==> src/sprite_pkg.sv <==
package sprite_pkg;

	// Screen or line buffer position, X or Y
	typedef logic [8:0] pos_t;
	typedef logic [4:0] sprite_index_t;
	// Sprite RAM address is index*4 plus byte number
	typedef logic [6:0] spram_addr_t;
	typedef logic [16:0] sprom_addr_t;
	typedef logic [7:0] pal_addr_t;
	// Palette entry: alpha, then 5 bits each of blue, green, red
	typedef logic [15:0] colour_t;
	typedef logic [1:0] size_code_t;

	// Scan constants
	localparam int SPRITE_COUNT = 32;
	localparam int SPRAM_ITEM_BYTES = 4;
	localparam int BORDER = 32;
	localparam int LAST_LINE = 255;

	// Image base address in sprite ROM for each sprite size
	localparam sprom_addr_t ROM_BASE_32 = 17'd0;
	localparam sprom_addr_t ROM_BASE_16 = 17'd4096;
	localparam sprom_addr_t ROM_BASE_8 = 17'd8192;

	// Size field codes, code 3 means the sprite is not drawn
	localparam size_code_t SIZE_32 = 2'd0;
	localparam size_code_t SIZE_16 = 2'd1;
	localparam size_code_t SIZE_8 = 2'd2;
	localparam size_code_t SIZE_NONE = 2'd3;

	// One sprite row handed from scanner to drawer
	typedef struct packed {
		pos_t x;
		logic [4:0] row;
		logic [6:0] image;
		logic [1:0] palette;
		size_code_t size;
		logic mirror;
	} sprite_draw_t;

	// Line buffer write port
	typedef struct packed {
		logic we;
		pos_t x;
		colour_t colour;
	} lb_write_t;

	// Expanded output pixel
	typedef struct packed {
		logic [7:0] r;
		logic [7:0] g;
		logic [7:0] b;
		logic a;
	} pixel_t;

	typedef enum logic [3:0] {
		SC_IDLE,
		SC_WAIT0,
		SC_BYTE0,
		SC_BYTE1,
		SC_CHECK,
		SC_BYTE2,
		SC_BYTE3,
		SC_REQ,
		SC_RELEASE,
		SC_NEXT
	} scan_state_t;

	typedef enum logic [2:0] {
		DR_IDLE,
		DR_ROM_WAIT,
		DR_PAL,
		DR_PAL_WAIT,
		DR_WRITE,
		DR_DONE,
		DR_ACK
	} draw_state_t;

	// Sprite side length in pixels, zero for the undrawn code
	function automatic logic [5:0] side_of(input size_code_t size);
		case (size)
			SIZE_32: return 6'd32;
			SIZE_16: return 6'd16;
			SIZE_8: return 6'd8;
			default: return 6'd0;
		endcase
	endfunction

endpackage

==> src/sprite_scanner.sv <==
`timescale 1ns/1ps

module sprite_scanner
	import sprite_pkg::*;
#(
	parameter int SPRITE_COUNT_USED = SPRITE_COUNT
)(
	input  logic         clk,
	input  logic         reset,
	input  logic         hsync,
	input  pos_t         vcnt,
	input  logic [7:0]   spram_data,
	input  logic         draw_ack,
	output spram_addr_t  spram_addr,
	output logic         draw_req,
	output sprite_draw_t draw,
	output logic         line_start,
	output logic         busy
);

	scan_state_t state;
	logic hsync_last;
	// Line being built, in line buffer coordinates
	pos_t active_y;
	// Top line and enable of the entry under test
	pos_t y;
	logic enable;
	sprite_index_t index;
	logic [9:0] y_diff;
	logic covered;

	// Rows below the sprite top, wraps to a large value when above it
	assign y_diff = {1'b0, active_y} - {1'b0, y};
	// Enabled, drawable size, and within side rows of the top
	assign covered = enable && (draw.size != SIZE_NONE)
		&& (y_diff < 10'(side_of(draw.size)));
	assign busy = (state != SC_IDLE);

	always_ff @(posedge clk)
	begin
		hsync_last <= hsync;
		line_start <= 1'b0;
		if (reset)
		begin
			state <= SC_IDLE;
			draw_req <= 1'b0;
			line_start <= 1'b0;
			hsync_last <= 1'b0;
		end
		else
		begin
			case (state)
				SC_IDLE:
				begin
					// New line on hsync rise, rises during a scan never get here
					if (hsync && !hsync_last)
					begin
						line_start <= 1'b1;
						if (vcnt == pos_t'(LAST_LINE))
							active_y <= pos_t'(BORDER);
						else
							active_y <= vcnt + pos_t'(BORDER + 1);
						index <= '0;
						spram_addr <= '0;
						state <= SC_WAIT0;
					end
				end
				SC_WAIT0:
				begin
					// Byte 0 address is sampled now, queue byte 1 behind it
					spram_addr <= spram_addr + 7'd1;
					state <= SC_BYTE0;
				end
				SC_BYTE0:
				begin
					// Bit 6 is the collide flag, not used here
					enable <= spram_data[7];
					draw.palette <= spram_data[5:4];
					draw.size <= spram_data[3:2];
					draw.mirror <= spram_data[1];
					y[8] <= spram_data[0];
					state <= SC_BYTE1;
				end
				SC_BYTE1:
				begin
					y[7:0] <= spram_data;
					spram_addr <= spram_addr + 7'd1;
					state <= SC_CHECK;
				end
				SC_CHECK:
				begin
					// Byte 2 is sampled on this edge whether or not it is used
					if (covered)
					begin
						spram_addr <= spram_addr + 7'd1;
						state <= SC_BYTE2;
					end
					else
					begin
						state <= SC_NEXT;
					end
				end
				SC_BYTE2:
				begin
					draw.image <= spram_data[7:1];
					draw.x[8] <= spram_data[0];
					state <= SC_BYTE3;
				end
				SC_BYTE3:
				begin
					draw.x[7:0] <= spram_data;
					draw.row <= y_diff[4:0];
					draw_req <= 1'b1;
					state <= SC_REQ;
				end
				SC_REQ:
				begin
					// Descriptor holds still until the drawer finishes the row
					if (draw_ack)
					begin
						draw_req <= 1'b0;
						state <= SC_RELEASE;
					end
				end
				SC_RELEASE:
				begin
					if (!draw_ack)
						state <= SC_NEXT;
				end
				SC_NEXT:
				begin
					if (index == sprite_index_t'(SPRITE_COUNT_USED - 1))
					begin
						state <= SC_IDLE;
					end
					else
					begin
						index <= index + 5'd1;
						spram_addr <= spram_addr_t'((index + 5'd1) * SPRAM_ITEM_BYTES);
						state <= SC_WAIT0;
					end
				end
				default:
				begin
					state <= SC_IDLE;
				end
			endcase
		end
	end

endmodule

==> config.mk <==
export PLATFORM = sky130hd
export DESIGN_NAME = sprite_scanner
export DESIGN_NICKNAME = d
export VERILOG_FILES = /design/src/sprite_pkg.sv /design/src/sprite_scanner.sv
export SDC_FILE = /design/constraint.sdc
export NUM_CORES = 1
export LEC_CHECK = 0
export BUFFER_PORTS_ARGS = -buffer_cell sky130_fd_sc_hd__buf_2
export CAP_MARGIN = 20
export CORE_MARGIN = 3
export CORE_UTILIZATION = 45
export CTS_CLUSTER_DIAMETER = 120
export CTS_CLUSTER_SIZE = 25
export DETAILED_ROUTE_END_ITERATION = 8
export PLACE_DENSITY = 0.72
export SYNTH_ARGS = -nofsm -noshare
export SYNTH_HDL_FRONTEND = slang
export SYNTH_SLANG_ARGS = --single-unit
==> constraint.sdc <==
create_clock -name clk -period 4.15 [get_ports clk]
set_clock_uncertainty 0.15 [all_clocks]
set_input_delay 0.2075 -clock clk [delete_from_list [all_inputs] [get_ports clk]]
set_output_delay 0.2075 -clock clk [all_outputs]
set_load 0.02 [all_outputs]
==> results_dict.tcl <==
set metrics [dict create \
    status "completed" \
    final_net_count 372 \
    fillCellCount 555 \
    setup_viol 0 \
    die_x_um 89.12 \
    core.rowCount 29 \
    drc 0 \
    pin_count 57 \
    area.growth.synth_to_final_pct 22.09 \
    wl_um 5911 \
    grt_pass1_vias 2050 \
    required_ns 4.05 \
    layout-drive-gt1-share_pct 25.29 \
    finalCritPeriodShare_pct 72.88 \
    crit_path_end "spram_addr[2]" \
    detail-route-antenna-nets 0 \
    grt_pass1_wl_um 9839 \
    vias 2174 \
    rrSetupSlack_ns 1.13 \
    synth.distinct_cells 48 \
    critPathLaunchType "flop" \
    rsz0062_at_grt "no" \
    via_per_inst 5.213 \
    portBuffers 56 \
    whs_ns 0.01966 \
    cts_tree "yes" \
    drt_iter0_drc 118 \
    tightest_slew_ns 0.6667 \
    synth-adder-area-share_pct 6.680 \
    crit_type "flop to flop" \
    final_area_um2 3796 \
    critPathMaxFanout 7 \
    dr.pass1.iters 4 \
    cts-buffers-inserted 9 \
    insertion_delay_ns 0.34 \
    fin_crit_ns 3.025 \
    synth.area.mux_share_pct 0.3219 \
    die_area_um2 7942 \
    synth-xor-area-share_pct 5.352 \
    root_buffer "clkbuf_8" \
    synth-compound-area-share_pct 9.497 \
    yosysSeqAreaShare_pct 59.56 \
    place_ws_ns 1.139 \
    die_h_um 89.12 \
    vdd_drop_max_mv 0.1817 \
    cts-root-to-sink-buffers 2 \
    postCtsSetupBuffers 0 \
    gp_congestion 0.7998 \
    setup_ws_ns 1.125 \
    max_freq_mhz 330.6 \
    setup-tns-final_ns 0 \
    synth_warnings 0 \
    netlist_instances 258 \
    async_flop_share_pct 0 \
    syn_avg_cell_area_um2 12.05 \
    grt_max_degree 16 \
    clk_pin_slew_ns 0.08 \
    r2r_start "y[0]" \
    powerDensity_nw_per_um2 391.2 \
    wl_per_cell_um 14.18 \
    hpwl_um 4384 \
    synthesis.area_um2 3109 \
    rr_worst_depth 13 \
    hold_viol_final 0 \
    cts_max_level 3 \
    maxSlewViolCount 0 \
    reg2reg_to "spram_addr[2]" \
    synth_fp_nets 295 \
    cp-startpoint "y[0]" \
    core-area_um2 6531 \
    power_leakage_nw 1.493 \
    maxCapViolCount 0 \
    grt.overflow.total 0 \
    antenna_found_initial 0 \
    synth_seq_cells 64 \
    dpl.cell_count 390 \
    initial_core_util_pct 47.61 \
    synth_ff_type "edfxtp_1" \
    slew-limit-headroom_pct 54.93 \
    cts_resized 0 \
    arrival_ns 2.93 \
    crit_path_end_kind "flop" \
    synth_top_family_by_area "simple AND/OR/NAND/NOR gates" \
    cts.sinks 64 \
    antenna_cells 0 \
    hp-class "input port to flop" \
    fin_cells 417 \
    synth-simple-area-share_pct 15.09 \
    placed_area_um2 3483 \
    track_usage_pct 16.52 \
    synth_edf_count 57 \
]
-- how the worst min path moves through the flow --
stage | startpoint | endpoint | depth (start not counted)
after detailed placement | spram_data[6] | draw[23] | 1
after floorplan | spram_data[1] | draw[0] | 0
after global placement | spram_data[6] | y[6] | 1
after global routing | vcnt[7] | active_y[7] | 2
final | vcnt[7] | active_y[7] | 2
after CTS | vcnt[7] | active_y[7] | 2
-- kinds of logic (layout without fill, tap and decap cells) --
logic type / Yosys count / in the layout
AND/OR/NAND/NOR: 91 / 91
multiplexers: 1 / 1
AO/OA/AOI/OAI: 43 / 43
adder cells (fa/ha/maj): 16 / 16
XOR/XNOR: 19 / 19
flip-flops: 64 / 64
buffers and inverters: 24 / 106
-- per-stage QoR --
step | utilization (%) | total power [mW]
after floorplan | - | 0.8939
after CTS | 58.12 | 1.496
after detailed placement | 53.33 | 0.9533
after global placement | 53.26 | 0.9464
after global routing | 58.12 | 1.547
final | 58.12 | 1.485
-- cell type report --
class	instances	area, µm²	area share [%]
clock buffer	9	123.9	3.263
multi-input combinational	170	1149	30.26
clock inverter	7	78.83	2.076
inverter	17	63.81	1.681
sequential	64	1852	48.78
timing repair buffer	73	432.9	11.40
tap	77	96.34	2.538
-- registers in the layout, indices dropped and copies added (netlist names) --
signal / count
hsync_last: 1
line_start: 1
draw: 26
y: 9
state: 4
spram_addr: 7
active_y: 9
draw_req: 1
index: 5
enable: 1
-- Yosys cell counts, types with 2 or more instances --
master | instances | share of area (%)
o21bai_1 | 2 | 0.48
inv_1 | 17 | 2.1
nand2b_1 | 6 | 1.2
a21o_1 | 4 | 0.97
o31ai_1 | 2 | 0.48
nand2_1 | 15 | 1.8
clkbuf_1 | 3 | 0.36
and2_1 | 3 | 0.60
a21oi_2 | 2 | 0.56
nor2_1 | 27 | 3.3
edfxtp_1 | 57 | 55
or3_1 | 2 | 0.40
xor2_1 | 7 | 2.0
o21ai_0 | 8 | 1.3
nand3_1 | 9 | 1.4
o22ai_1 | 3 | 0.60
nor3_1 | 5 | 0.80
ha_1 | 15 | 6.0
nand3b_1 | 3 | 0.72
nor3b_1 | 2 | 0.48
nand4_1 | 5 | 1.0
or2_2 | 3 | 0.60
nand4b_1 | 2 | 0.56
a22oi_1 | 2 | 0.48
a21oi_1 | 10 | 1.6
a211oi_1 | 2 | 0.48
xnor2_1 | 12 | 3.4
dfxtp_1 | 7 | 4.5
nor2b_1 | 4 | 0.80
-- placed cells by master (no fill, tap or decap), types with 7 or more instances in the layout --
cell type,netlist,final
edfxtp_1,57,57
buf_2,0,57
nor2_1,27,27
inv_1,17,17
nand2_1,15,15
ha_1,15,15
xnor2_1,12,12
dlygate4sd3_1,0,11
a21oi_1,10,10
nand3_1,9,9
clkbuf_8,0,9
o21ai_0,8,8
xor2_1,7,7
dfxtp_1,7,7
-- critical path, cell delays in order, from the launching register on --
cell	delay (ns)
edfxtp_1	0.37
ha_1	0.23
fa_1	0.40
nand2b_1	0.20
nand2b_1	0.09
a21oi_1	0.08
xnor2_1	0.16
ha_1	0.21
a22oi_1	0.15
nand3b_1	0.11
a21oi_2	0.13
nand4b_1	0.10
o21ai_0	0.17
buf_4	0.19
-- power breakdown --
part           leakage [nW]  internal, mW  switching (mW)
clock                0.0925         0.282           0.257
combinational         0.820        0.0792           0.109
sequential            0.580         0.734          0.0239
-- metal layers --
layer | vias to the layer above | global-route usage (%) | share of wire, %
li1 | 1098 | - | -
met1 | 1012 | 21.45 | 46
met2 | 58 | 26.19 | 47
met3 | 6 | 5.253 | 5.1
met4 | 0 | 5.819 | 1.7
met5 | - | 0 | 0
-- what timing repair did --
item | in CTS | in global routing
endpoints found under the hold margin | 35 | 0
endpoints found under the setup margin | 0 | 0
hold buffers | 11 | 0
Power figures use the tool's default switching activity.
