==> config.mk <==
export PLATFORM = sky130hd
export DESIGN_NAME = sprite_drawer
export DESIGN_NICKNAME = d
export VERILOG_FILES = /design/src/sprite_pkg.sv /design/src/sprite_drawer.sv
export SDC_FILE = /design/constraint.sdc
export NUM_CORES = 1
export LEC_CHECK = 0
export BUFFER_PORTS_ARGS = -buffer_cell sky130_fd_sc_hd__buf_2
export CORE_ASPECT_RATIO = 0.7
export CORE_UTILIZATION = 29
export DETAILED_ROUTE_END_ITERATION = 16
export HOLD_SLACK_MARGIN = 0.05
export PLACE_DENSITY_LB_ADDON = 0.3
export SLEW_MARGIN = 25
export SYNTH_ARGS = -nofsm -noshare
export SYNTH_HDL_FRONTEND = slang
export SYNTH_SLANG_ARGS = --single-unit
export TNS_END_PERCENT = 20
==> constraint.sdc <==
create_clock -name clk -period 5.3 [get_ports clk]
set_input_delay 0 -clock clk [delete_from_list [all_inputs] [get_ports clk]]
set_output_delay 0 -clock clk [all_outputs]
set_load 0.005 [all_outputs]
==> src/sprite_pkg.sv <==
package sprite_pkg;

	// Screen or line buffer position, X or Y
	typedef logic [8:0] pos_t;
	typedef logic [4:0] sprite_index_t;
	// Sprite RAM address is index*4 plus byte number
	typedef logic [6:0] spram_addr_t;
	typedef logic [16:0] sprom_addr_t;
	typedef logic [7:0] pal_addr_t;
	// Palette entry: alpha, then 5 bits each of blue, green, red
	typedef logic [15:0] colour_t;
	typedef logic [1:0] size_code_t;

	// Scan constants
	localparam int SPRITE_COUNT = 32;
	localparam int SPRAM_ITEM_BYTES = 4;
	localparam int BORDER = 32;
	localparam int LAST_LINE = 255;

	// Image base address in sprite ROM for each sprite size
	localparam sprom_addr_t ROM_BASE_32 = 17'd0;
	localparam sprom_addr_t ROM_BASE_16 = 17'd4096;
	localparam sprom_addr_t ROM_BASE_8 = 17'd8192;

	// Size field codes, code 3 means the sprite is not drawn
	localparam size_code_t SIZE_32 = 2'd0;
	localparam size_code_t SIZE_16 = 2'd1;
	localparam size_code_t SIZE_8 = 2'd2;
	localparam size_code_t SIZE_NONE = 2'd3;

	// One sprite row handed from scanner to drawer
	typedef struct packed {
		pos_t x;
		logic [4:0] row;
		logic [6:0] image;
		logic [1:0] palette;
		size_code_t size;
		logic mirror;
	} sprite_draw_t;

	// Line buffer write port
	typedef struct packed {
		logic we;
		pos_t x;
		colour_t colour;
	} lb_write_t;

	// Expanded output pixel
	typedef struct packed {
		logic [7:0] r;
		logic [7:0] g;
		logic [7:0] b;
		logic a;
	} pixel_t;

	typedef enum logic [3:0] {
		SC_IDLE,
		SC_WAIT0,
		SC_BYTE0,
		SC_BYTE1,
		SC_CHECK,
		SC_BYTE2,
		SC_BYTE3,
		SC_REQ,
		SC_RELEASE,
		SC_NEXT
	} scan_state_t;

	typedef enum logic [2:0] {
		DR_IDLE,
		DR_ROM_WAIT,
		DR_PAL,
		DR_PAL_WAIT,
		DR_WRITE,
		DR_DONE,
		DR_ACK
	} draw_state_t;

	// Sprite side length in pixels, zero for the undrawn code
	function automatic logic [5:0] side_of(input size_code_t size);
		case (size)
			SIZE_32: return 6'd32;
			SIZE_16: return 6'd16;
			SIZE_8: return 6'd8;
			default: return 6'd0;
		endcase
	endfunction

endpackage

==> src/sprite_drawer.sv <==
`timescale 1ns/1ps

module sprite_drawer
	import sprite_pkg::*;
(
	input  logic         clk,
	input  logic         reset,
	input  logic         draw_req,
	input  sprite_draw_t draw,
	input  logic [7:0]   sprom_data,
	input  colour_t      pal_data,
	output logic         draw_ack,
	output sprom_addr_t  sprom_addr,
	output pal_addr_t    pal_addr,
	output lb_write_t    lb_wr
);

	draw_state_t state;
	logic [5:0] side;
	// Pixel count along the row, also the line buffer X offset
	logic [5:0] col;
	sprom_addr_t row_base;
	sprom_addr_t first_col;

	assign side = side_of(draw.size);

	// Start of the image row: base + image*side*side + row*side
	always_comb
	begin
		case (draw.size)
			SIZE_32:
				row_base = ROM_BASE_32 + {draw.image, 10'b0}
					+ sprom_addr_t'({draw.row, 5'b0});
			SIZE_16:
				row_base = ROM_BASE_16 + sprom_addr_t'({draw.image, 8'b0})
					+ sprom_addr_t'({draw.row[3:0], 4'b0});
			SIZE_8:
				row_base = ROM_BASE_8 + sprom_addr_t'({draw.image, 6'b0})
					+ sprom_addr_t'({draw.row[2:0], 3'b0});
			default:
				row_base = '0;
		endcase
	end

	// Mirrored rows are read from the last column backwards
	assign first_col = draw.mirror ? sprom_addr_t'(side - 6'd1) : '0;

	always_ff @(posedge clk)
	begin
		lb_wr.we <= 1'b0;
		if (reset)
		begin
			state <= DR_IDLE;
			draw_ack <= 1'b0;
		end
		else
		begin
			case (state)
				DR_IDLE:
				begin
					if (draw_req)
					begin
						sprom_addr <= row_base + first_col;
						col <= '0;
						state <= DR_ROM_WAIT;
					end
				end
				DR_ROM_WAIT:
				begin
					state <= DR_PAL;
				end
				DR_PAL:
				begin
					// Low 5 bits of the image byte pick the colour in the palette
					pal_addr <= {draw.palette, sprom_data[4:0], 1'b0};
					if (draw.mirror)
						sprom_addr <= sprom_addr - 17'd1;
					else
						sprom_addr <= sprom_addr + 17'd1;
					state <= DR_PAL_WAIT;
				end
				DR_PAL_WAIT:
				begin
					state <= DR_WRITE;
				end
				DR_WRITE:
				begin
					// Transparent entries leave whatever is already there
					lb_wr.we <= pal_data[15];
					lb_wr.x <= draw.x + pos_t'(col);
					lb_wr.colour <= pal_data;
					if (col == side - 6'd1)
					begin
						state <= DR_DONE;
					end
					else
					begin
						col <= col + 6'd1;
						state <= DR_PAL;
					end
				end
				DR_DONE:
				begin
					// Last pixel lands on this edge
					draw_ack <= 1'b1;
					state <= DR_ACK;
				end
				DR_ACK:
				begin
					if (!draw_req)
					begin
						draw_ack <= 1'b0;
						state <= DR_IDLE;
					end
				end
				default:
				begin
					state <= DR_IDLE;
				end
			endcase
		end
	end

endmodule

==> metrics.md, run 1 <==
| Metric | Value |
|---|---|
| Outcome | `complete, no violations` |
| DR vias | `3577` |
| CP endpoint | `sprom_addr[13]` |
| Routability cong. | `0.840` |
| Largest net degree at the start of global routing | `27` |
| Fmax | `between 0.3 and 0.4 GHz` |
| Pwr Total | `1.53 mW` |
| Setup bufs post-CTS | `0` |
| Avg WL per Cell | `14.3 microns` |
| Site row count | `36` |
| CTS max path bufs | `2` |
| CP arrival | `~2.8 ns` |
| Number of flops mapped to enable cells by yosys | `55` |
| Final Non-Filler Cells | `743` |
| # diodes | `0` |
| Min Tclk post-route | `2.72 ns` |
| Initial Util | `0.300` |
| Layout cells sized above 1 | `0.246` |
| Setup TNS | `0 ns` |
| Critical path class | `input port to flop` |
| Avg Inst Size Synth | `10.1 sq um` |
| Layout Nets | `645` |
| Rel. slew slack | `0.566` |
| Final setup viols | `0` |
| Antenna violations before repair | `0` |
| Post-DP HPWL | `7900 microns` |
| Largest fanout on the critical path | `12` |
| Vias in the first global route | `3414` |
| CP startpoint | `draw[1]` |
| CP peak stage delay | `0.46 ns` |
| Crit-path cells | `buf_2 > inv_1 > ha_1 > a22oi_1 > or2_2 > fa_1 > nand2b_1 > a211oi_2 > nor2_1 > o21ai_0 > xnor2_1 > o2111ai_1` |
| RSZ-0062 raised after global routing | `no` |
| Inst Count DP | `699` |
| Iter 0 DRT Violations | `~240` |
| H-tree depth | `3` |
| Post-synthesis cell area | `about 4200 sq um` |
| Die Area | `15000 sq um` |
| Cells after Synth | `about 420` |
| Pwr/cell area | `277 nW/um^2` |
| CP Data Required Time | `approximately 5.4 ns` |
| Vias/cell | `4.81` |
| Crit Reg-Reg Endpoint | `sprom_addr[13]` |
| FF+latch count, synth | `60` |
| CP startpoint kind | `input port` |
| Die height | `103 microns` |
| Reg2reg path depth | `7` |
| TritonCTS clock tree | `done` |
| PortBufs | `100` |
| Clk_skew | `0.00377 ns` |
| Fin Hold WS | `about 0.089 ns` |
| Sequential share of the synthesized area | `0.417` |
| Final Hold Viols | `0` |
| CP endpoint kind | `flop` |
| Leak | `2.36 nW` |
| Primary FF master, synth | `edfxtp_1` |
| Final period utilization | `0.513` |
| Clk sink count | `60` |
| Peak supply drop | `0.000153 V` |
| Synth Net Count | `514` |
| I/O Pins | `~110` |
| Max Slew Vio Count | `0` |
| Clock slew at reported path FFs | `0.06 ns` |
| CTS root buffer | `clkbuf_16` |
| First-pass iteration count of the detailed router | `5` |
| Gr ovfl total | `0` |
| R2R Path Start | `sprom_addr[8]` |
| Die Wd | `about 150 microns` |
| Tot GR Track Use | `0.144` |
| Critical-path top delay cell | `fa_1` |
| Clk_lat worst skew | `0.33 ns` |
| Setup ws final | `2.58 ns` |
| Core Region | `14000 sq um` |
| Netlist cell types | `61` |
| Post-synth ARST share | `0` |
| Setup slack, reg-to-reg | `2.98 ns` |
| Area Growth Syn to Fin | `31.7%` |
| Post-route DRC | `0` |
| MaxCap Viol Count | `0` |
| Total CTS buffers | `9` |
| First-pass GRT wire length | `16800 microns` |
| Worst slew pin tran | `0.648 ns` |
| Final ANT Viol Nets | `0` |
| Final WL | `10600 microns` |
| Pre-CTS setup slack | `2.24 ns` |
| HP Class | `input port to flop` |
| Filler cell count | `1382` |
| Yosys warns | `0` |
[state kept, by name (all words and copies together), names as in the netlist]
signal      cells
pal_addr        7
draw_ack        1
sprom_addr     17
state           3
lb_wr          26
col             6
[placed cells by master (no fill, tap or decap), types with 4 or more instances in the layout]
cell type      Yosys  layout
buf_2              2     100
edfxtp_1          55      55
nor2_1            43      42
ha_1              41      41
nand2_1           29      29
dlygate4sd3_1      0      28
inv_1             25      25
a21oi_1           25      25
xnor2_1           20      20
o21ai_1           17      17
xor2_1            13      13
nand2b_1           9       9
clkbuf_16          0       9
a21o_1             8       8
a222oi_1           8       8
nor3_1             8       8
nor2b_1            7       6
a31oi_1            6       6
nand3_1            6       6
o21ai_0            6       6
o21a_1             6       6
mux2i_1            5       5
dfxtp_1            5       5
o22ai_1            4       4
buf_4              1       4
[report_power, final]
group	internal [mW]	switching (mW)	leakage, nW	total (mW)
Combinational	0.150	0.187	1.65	0.337
Clock	0.413	0.220	0.156	0.633
Sequential	0.547	0.0158	0.547	0.563
[metrics by stage]
stage | utilization | cell area, sq um
after floorplan | - | 4200
after global placement | 0.352 | 4930
after detailed placement | 0.352 | 4930
after CTS | 0.395 | 5530
after global routing | 0.395 | 5540
final | 0.395 | 5540
[kinds of logic after synthesis]
group	after synthesis	share of synthesized area
AOI/OAI and AO/OA	110	0.182
muxes	5	0.0119
adders and majority gates	44	0.136
DFF	60	0.417
xor gates and xnor gates	33	0.0688
buffers and inverters	38	0.0354
other	1	0.000893
and+or+nand+nor	126	0.148
[cell usage after synthesis, types with 3 or more instances]
cell type | n | area share
dfxtp_1 | 5 | 0.024
nand2_1 | 29 | 0.026
o21ai_1 | 17 | 0.020
clkbuf_1 | 9 | 0.0080
nor3_1 | 8 | 0.0095
o21a_1 | 6 | 0.011
a21oi_1 | 25 | 0.030
nor2_1 | 43 | 0.038
xor2_1 | 13 | 0.027
and3_1 | 3 | 0.0045
or2_2 | 3 | 0.0045
inv_1 | 25 | 0.022
ha_1 | 41 | 0.12
o22ai_1 | 4 | 0.0060
a22oi_1 | 3 | 0.0054
nor2b_1 | 7 | 0.010
a31oi_1 | 6 | 0.0089
a311o_1 | 3 | 0.0071
a21o_1 | 8 | 0.014
mux2i_1 | 5 | 0.012
xnor2_1 | 20 | 0.042
nand3_1 | 6 | 0.0071
fa_1 | 3 | 0.014
o21ai_0 | 6 | 0.0071
nand2b_1 | 9 | 0.013
a211oi_1 | 3 | 0.0054
edfxtp_1 | 55 | 0.39
a222oi_1 | 8 | 0.019
[cell type report]
class | count | area, sq um | share of cell area
clock buffer | 9 | 225 | 0.0407
sequential | 60 | 1750 | 0.316
timing repair buffer | 132 | 811 | 0.146
tap | 190 | 238 | 0.0429
multi-input combinational | 319 | 2310 | 0.418
inverter | 26 | 97.6 | 0.0176
clock inverter | 7 | 98.8 | 0.0179
[how the worst min path moves through the flow]
stage,start,end,cells after the start
after global placement,sprom_data[4],pal_addr[5],1
after global routing,draw[23],lb_wr[22],3
after detailed placement,sprom_data[1],pal_addr[2],1
final,draw[23],lb_wr[22],3
after CTS,draw[23],lb_wr[22],3
after floorplan,pal_data[0],lb_wr[0],0
[worst max-delay path, delay by kind of cell]
kind	cells	cell delay [ns]
xor+xnor	1	0.24
buf+inv	2	0.22
compound gates	4	0.75
simple gates	3	0.67
fa+ha+maj	2	0.89
[metal layers]
metal	share of wire	wire, microns	GRT usage	vias to the layer above
met5	0	0	0	-
met4	0.010	106	0.0413	0
met3	0.046	490	0.0341	7
met2	0.42	4480	0.207	77
met1	0.52	5520	0.212	1682
li1	-	-	-	1811
[repair_timing]
action | 4_1_cts | 5_1_grt
endpoints found under the hold margin | 31 | 0
hold buffers | 28 | 0
gates resized for setup | 0 | 0
No activity file was read; power rests on OpenSTA's default activity.
==> run 2, diff against run 1 <==
--- a/config.mk
+++ b/config.mk
@@ -5,6 +5,7 @@
 export SDC_FILE = /design/constraint.sdc
 export NUM_CORES = 1
 export LEC_CHECK = 0
+export ABC_AREA = 1
 export BUFFER_PORTS_ARGS = -buffer_cell sky130_fd_sc_hd__buf_2
 export CORE_ASPECT_RATIO = 0.7
 export CORE_UTILIZATION = 29
==> constraint.sdc (replaced) <==
create_clock -name clk -period 2.4 [get_ports clk]
set_input_delay 0 -clock clk [delete_from_list [all_inputs] [get_ports clk]]
set_output_delay 0 -clock clk [all_outputs]
set_load 0.005 [all_outputs]
==> metrics.md, run 2 <==
| Metric | Value |
|---|---|
| Largest Register | `lb_wr` |
| Final WL | `12700 microns (+20%)` |
| Adder-cell share of the synthesized area | `0.121 (-0.0157)` |
| PortBufs | `100 (unchanged)` |
| Layout Nets | `898 (+39%)` |
| Vias/cell | `4.45 (-7.6%)` |
| Gr ovfl total | `0 (unchanged)` |
| CP peak stage delay | `0.45 ns (about the same)` |
| H-tree depth | `3 (unchanged)` |
| Die height | `109 microns (+6.2%)` |
| Total CTS buffers | `9 (unchanged)` |
| Vias in the first global route | `4270 (+25%)` |
| Post-synth top area cell | `edfxtp_1` |
| Commonest non-fill, non-tap cell in the layout | `nand2_1` |
| Largest net degree at the start of global routing | `19 (-30%)` |
| CP Data Required Time | `2.47 ns (-2.88 ns)` |
| Outcome | `complete, no violations` |
| Area Growth Syn to Fin | `30.7%` |
| Netlist cell types | `41 (-33%)` |
| Crit-path cells | `buf_2 > inv_1 > ha_1 > nand2_1 > nor2_2 > inv_1 > fa_1 > inv_1 > nand3_1 > nand3_1 > a21oi_1 > o21ai_0 > nand2_1` |
| Top post-synthesis cells by count | `nand2_1 (235), inv_1 (119), edfxtp_1 (55)` |
| CP arrival | `2.16 ns (-0.61 ns)` |
| Max Slew Vio Count | `0 (unchanged)` |
| Avg WL per Cell | `12.4 microns (-13%)` |
| CTS resizes | `0 (unchanged)` |
| Most frequent cells in the layout | `nand2_1 (235), inv_1 (119), buf_2 (100)` |
| Sequential share of the synthesized area | `0.369 (-0.0479)` |
| Initial Util | `0.302 (+0.00171)` |
| Post-synthesis cell area | `4750 sq um (+13%)` |
| Avg Inst Size Synth | `7.21 sq um (-28%)` |
| Routability cong. | `0.846 (+0.69%)` |
| Clk_skew | `0.00475 ns (+0.000979 ns)` |
| Final ANT Viol Nets | `0 (unchanged)` |
| CTS root buffer | `clkbuf_16` |
| Clk sink count | `60 (unchanged)` |
| Final setup viols | `0 (unchanged)` |
| Most frequent cell after synthesis | `nand2_1` |
| Clk_lat worst skew | `0.33 ns (about the same)` |
| HP Class | `input port to flop` |
| Antenna violations before repair | `0 (unchanged)` |
| Simple-gate share of the synthesized area | `0.308 (+0.160)` |
| Largest registers | `lb_wr: 26 flops, sprom_addr: 17 flops, pal_addr: 7 flops` |
| Post-synthesis mux area share | `0.00211 (-0.00980)` |
| CP endpoint kind | `flop` |
| Pwr/cell area | `808 nW/um^2 (+190%)` |
| Rel. slew slack | `0.666 (+0.101)` |
| RSZ-0062 raised after global routing | `no` |
| Worst slew pin tran | `0.500 ns (-0.149 ns)` |
| Die Wd | `155 microns (+6.2%)` |
| Site row count | `38 (+5.6%)` |
| Compound-Gate Fraction of Synth Area | `0.0778 (-0.104)` |
| Filler cell count | `1645 (+19%)` |
| Cells after Synth | `658 (+58%)` |
| Largest fanout on the critical path | `12 (unchanged)` |
| CP top delay family | `adder cells` |
| Primary FF master, synth | `edfxtp_1` |
| Min Tclk post-route | `2.09 ns` |
| Hold-fix buffers, CTS | `30 (+7.1%)` |
| TritonCTS clock tree | `done` |
| Critical-path top delay cell | `ha_1` |
| Clock slew at reported path FFs | `0.05 ns (about the same)` |
| Layout cells sized above 1 | `0.166 (-0.0797)` |
| # diodes | `0 (unchanged)` |
| First-pass GRT wire length | `20900 microns (+25%)` |
| MaxCap Viol Count | `0 (unchanged)` |
| Peak supply drop | `0.000399 V (+160%)` |
| Post-route DRC | `0 (unchanged)` |
| Final Hold Viols | `0 (unchanged)` |
| Share of the synthesized area in the top cell type | `0.348 (-0.0452)` |
| Setup bufs post-CTS | `0 (unchanged)` |
| Critical path class | `input port to flop` |
| Leak | `3.26 nW (+38%)` |
| Setup slack, reg-to-reg | `0.47 ns (-2.51 ns)` |
| Most area-consuming cells after synthesis | `edfxtp_1 (35%), nand2_1 (19%), ha_1 (11%)` |
| FF+latch count, synth | `60 (unchanged)` |
| Setup TNS | `0 ns (unchanged)` |
| I/O Pins | `105 (unchanged)` |
| Synth Net Count | `755 (+47%)` |
| DR vias | `4566 (+28%)` |
| Post-synth ARST share | `0 (unchanged)` |
| Largest family of logic cells by synthesized area | `simple AND/OR/NAND/NOR gates` |
| Fin area | `6200 sq um (+12%)` |
| Placement Cell Area | `5580 sq um (+13%)` |
| Fin Hold WS | `0.181 ns (+0.0918 ns)` |
| Core Region | `15700 sq um (+12%)` |
| Largest register FFs | `26 (unchanged)` |
| Number of flops mapped to enable cells by yosys | `55 (unchanged)` |
| Iter 0 DRT Violations | `320 (+32%)` |
| Worst path bufs/invs | `4 (+2)` |
| Post-DP HPWL | `10100 microns (+28%)` |
| Final period utilization | `0.873` |
| Die Area | `16900 sq um (+13%)` |
| XOR/XNOR Fraction of Synth Area | `0.0166 (-0.0522)` |
| Yosys warns | `0 (unchanged)` |
| CP startpoint kind | `input port` |
| First-pass iteration count of the detailed router | `5 (unchanged)` |
| Fmax | `0.477 GHz` |
| Most frequent CP cell | `inv_1` |
| Tot GR Track Use | `0.160 (+0.0157)` |
| CTS max path bufs | `2 (unchanged)` |
## run 2: area by class of cell
cell class | instances | area [sq um] | share of cell area
Clock buffer | 11 | 243 | 0.0391
Clock inverter | 5 | 83.8 | 0.0135
Inverter | 121 | 457 | 0.0736
Multi-Input combinational cell | 470 | 2500 | 0.403
Sequential cell | 60 | 1750 | 0.282
Tap cell | 220 | 275 | 0.0444
Timing Repair Buffer | 139 | 893 | 0.144
## run 2: where the power goes
group | leakage (nW) | total, mW | internal, mW | switching [mW]
sequential | 0.549 | 1.57 | 1.43 | 0.138
combinational | 2.56 | 2.02 | 0.762 | 1.26
clock | 0.152 | 1.42 | 0.941 | 0.482
total | 3.26 | 5.01 | 3.13 | 1.88
## run 2: final timing paths
check                     start              to  cells after the start
hold / removal         draw[12]   sprom_addr[3]                      3
hold reg to reg          col[0]          col[0]                      1
setup reg to reg  sprom_addr[4]  sprom_addr[11]                     10
setup / recovery        draw[1]   sprom_addr[7]                     13
## run 2: kinds of logic after synthesis
group                    count (synthesis)
multiplexers                             1
adder cells (fa/ha/maj)                 44
flip-flops                              60
XOR/XNOR                                 9
buffers and inverters                  128
other                                    1
AO/OA/AOI/OAI                           67
AND/OR/NAND/NOR                        348
## run 2: stage by stage
step	cells	utilization	setup WS, ns	total power, mW
floorplan	658	-	0.335	2.93
global placement	980	0.354	0.0713	3.55
detailed placement	980	0.354	-0.000471	3.56
CTS	1026	0.394	0.352	5.05
global route	1026	0.394	0.0740	5.41
finish	1026	0.394	0.306	5.01
## run 2: routing by layer
layer / GRT usage / wire [microns]
met4: 0.0488 / 154
met5: 0 / 0
met3: 0.0274 / 694
met2: 0.231 / 4860
met1: 0.239 / 6970
## run 2: worst min-delay path, stage by stage
cell      delay (ns)
buf_2           0.12
nand2_1         0.10
o221ai_1        0.17
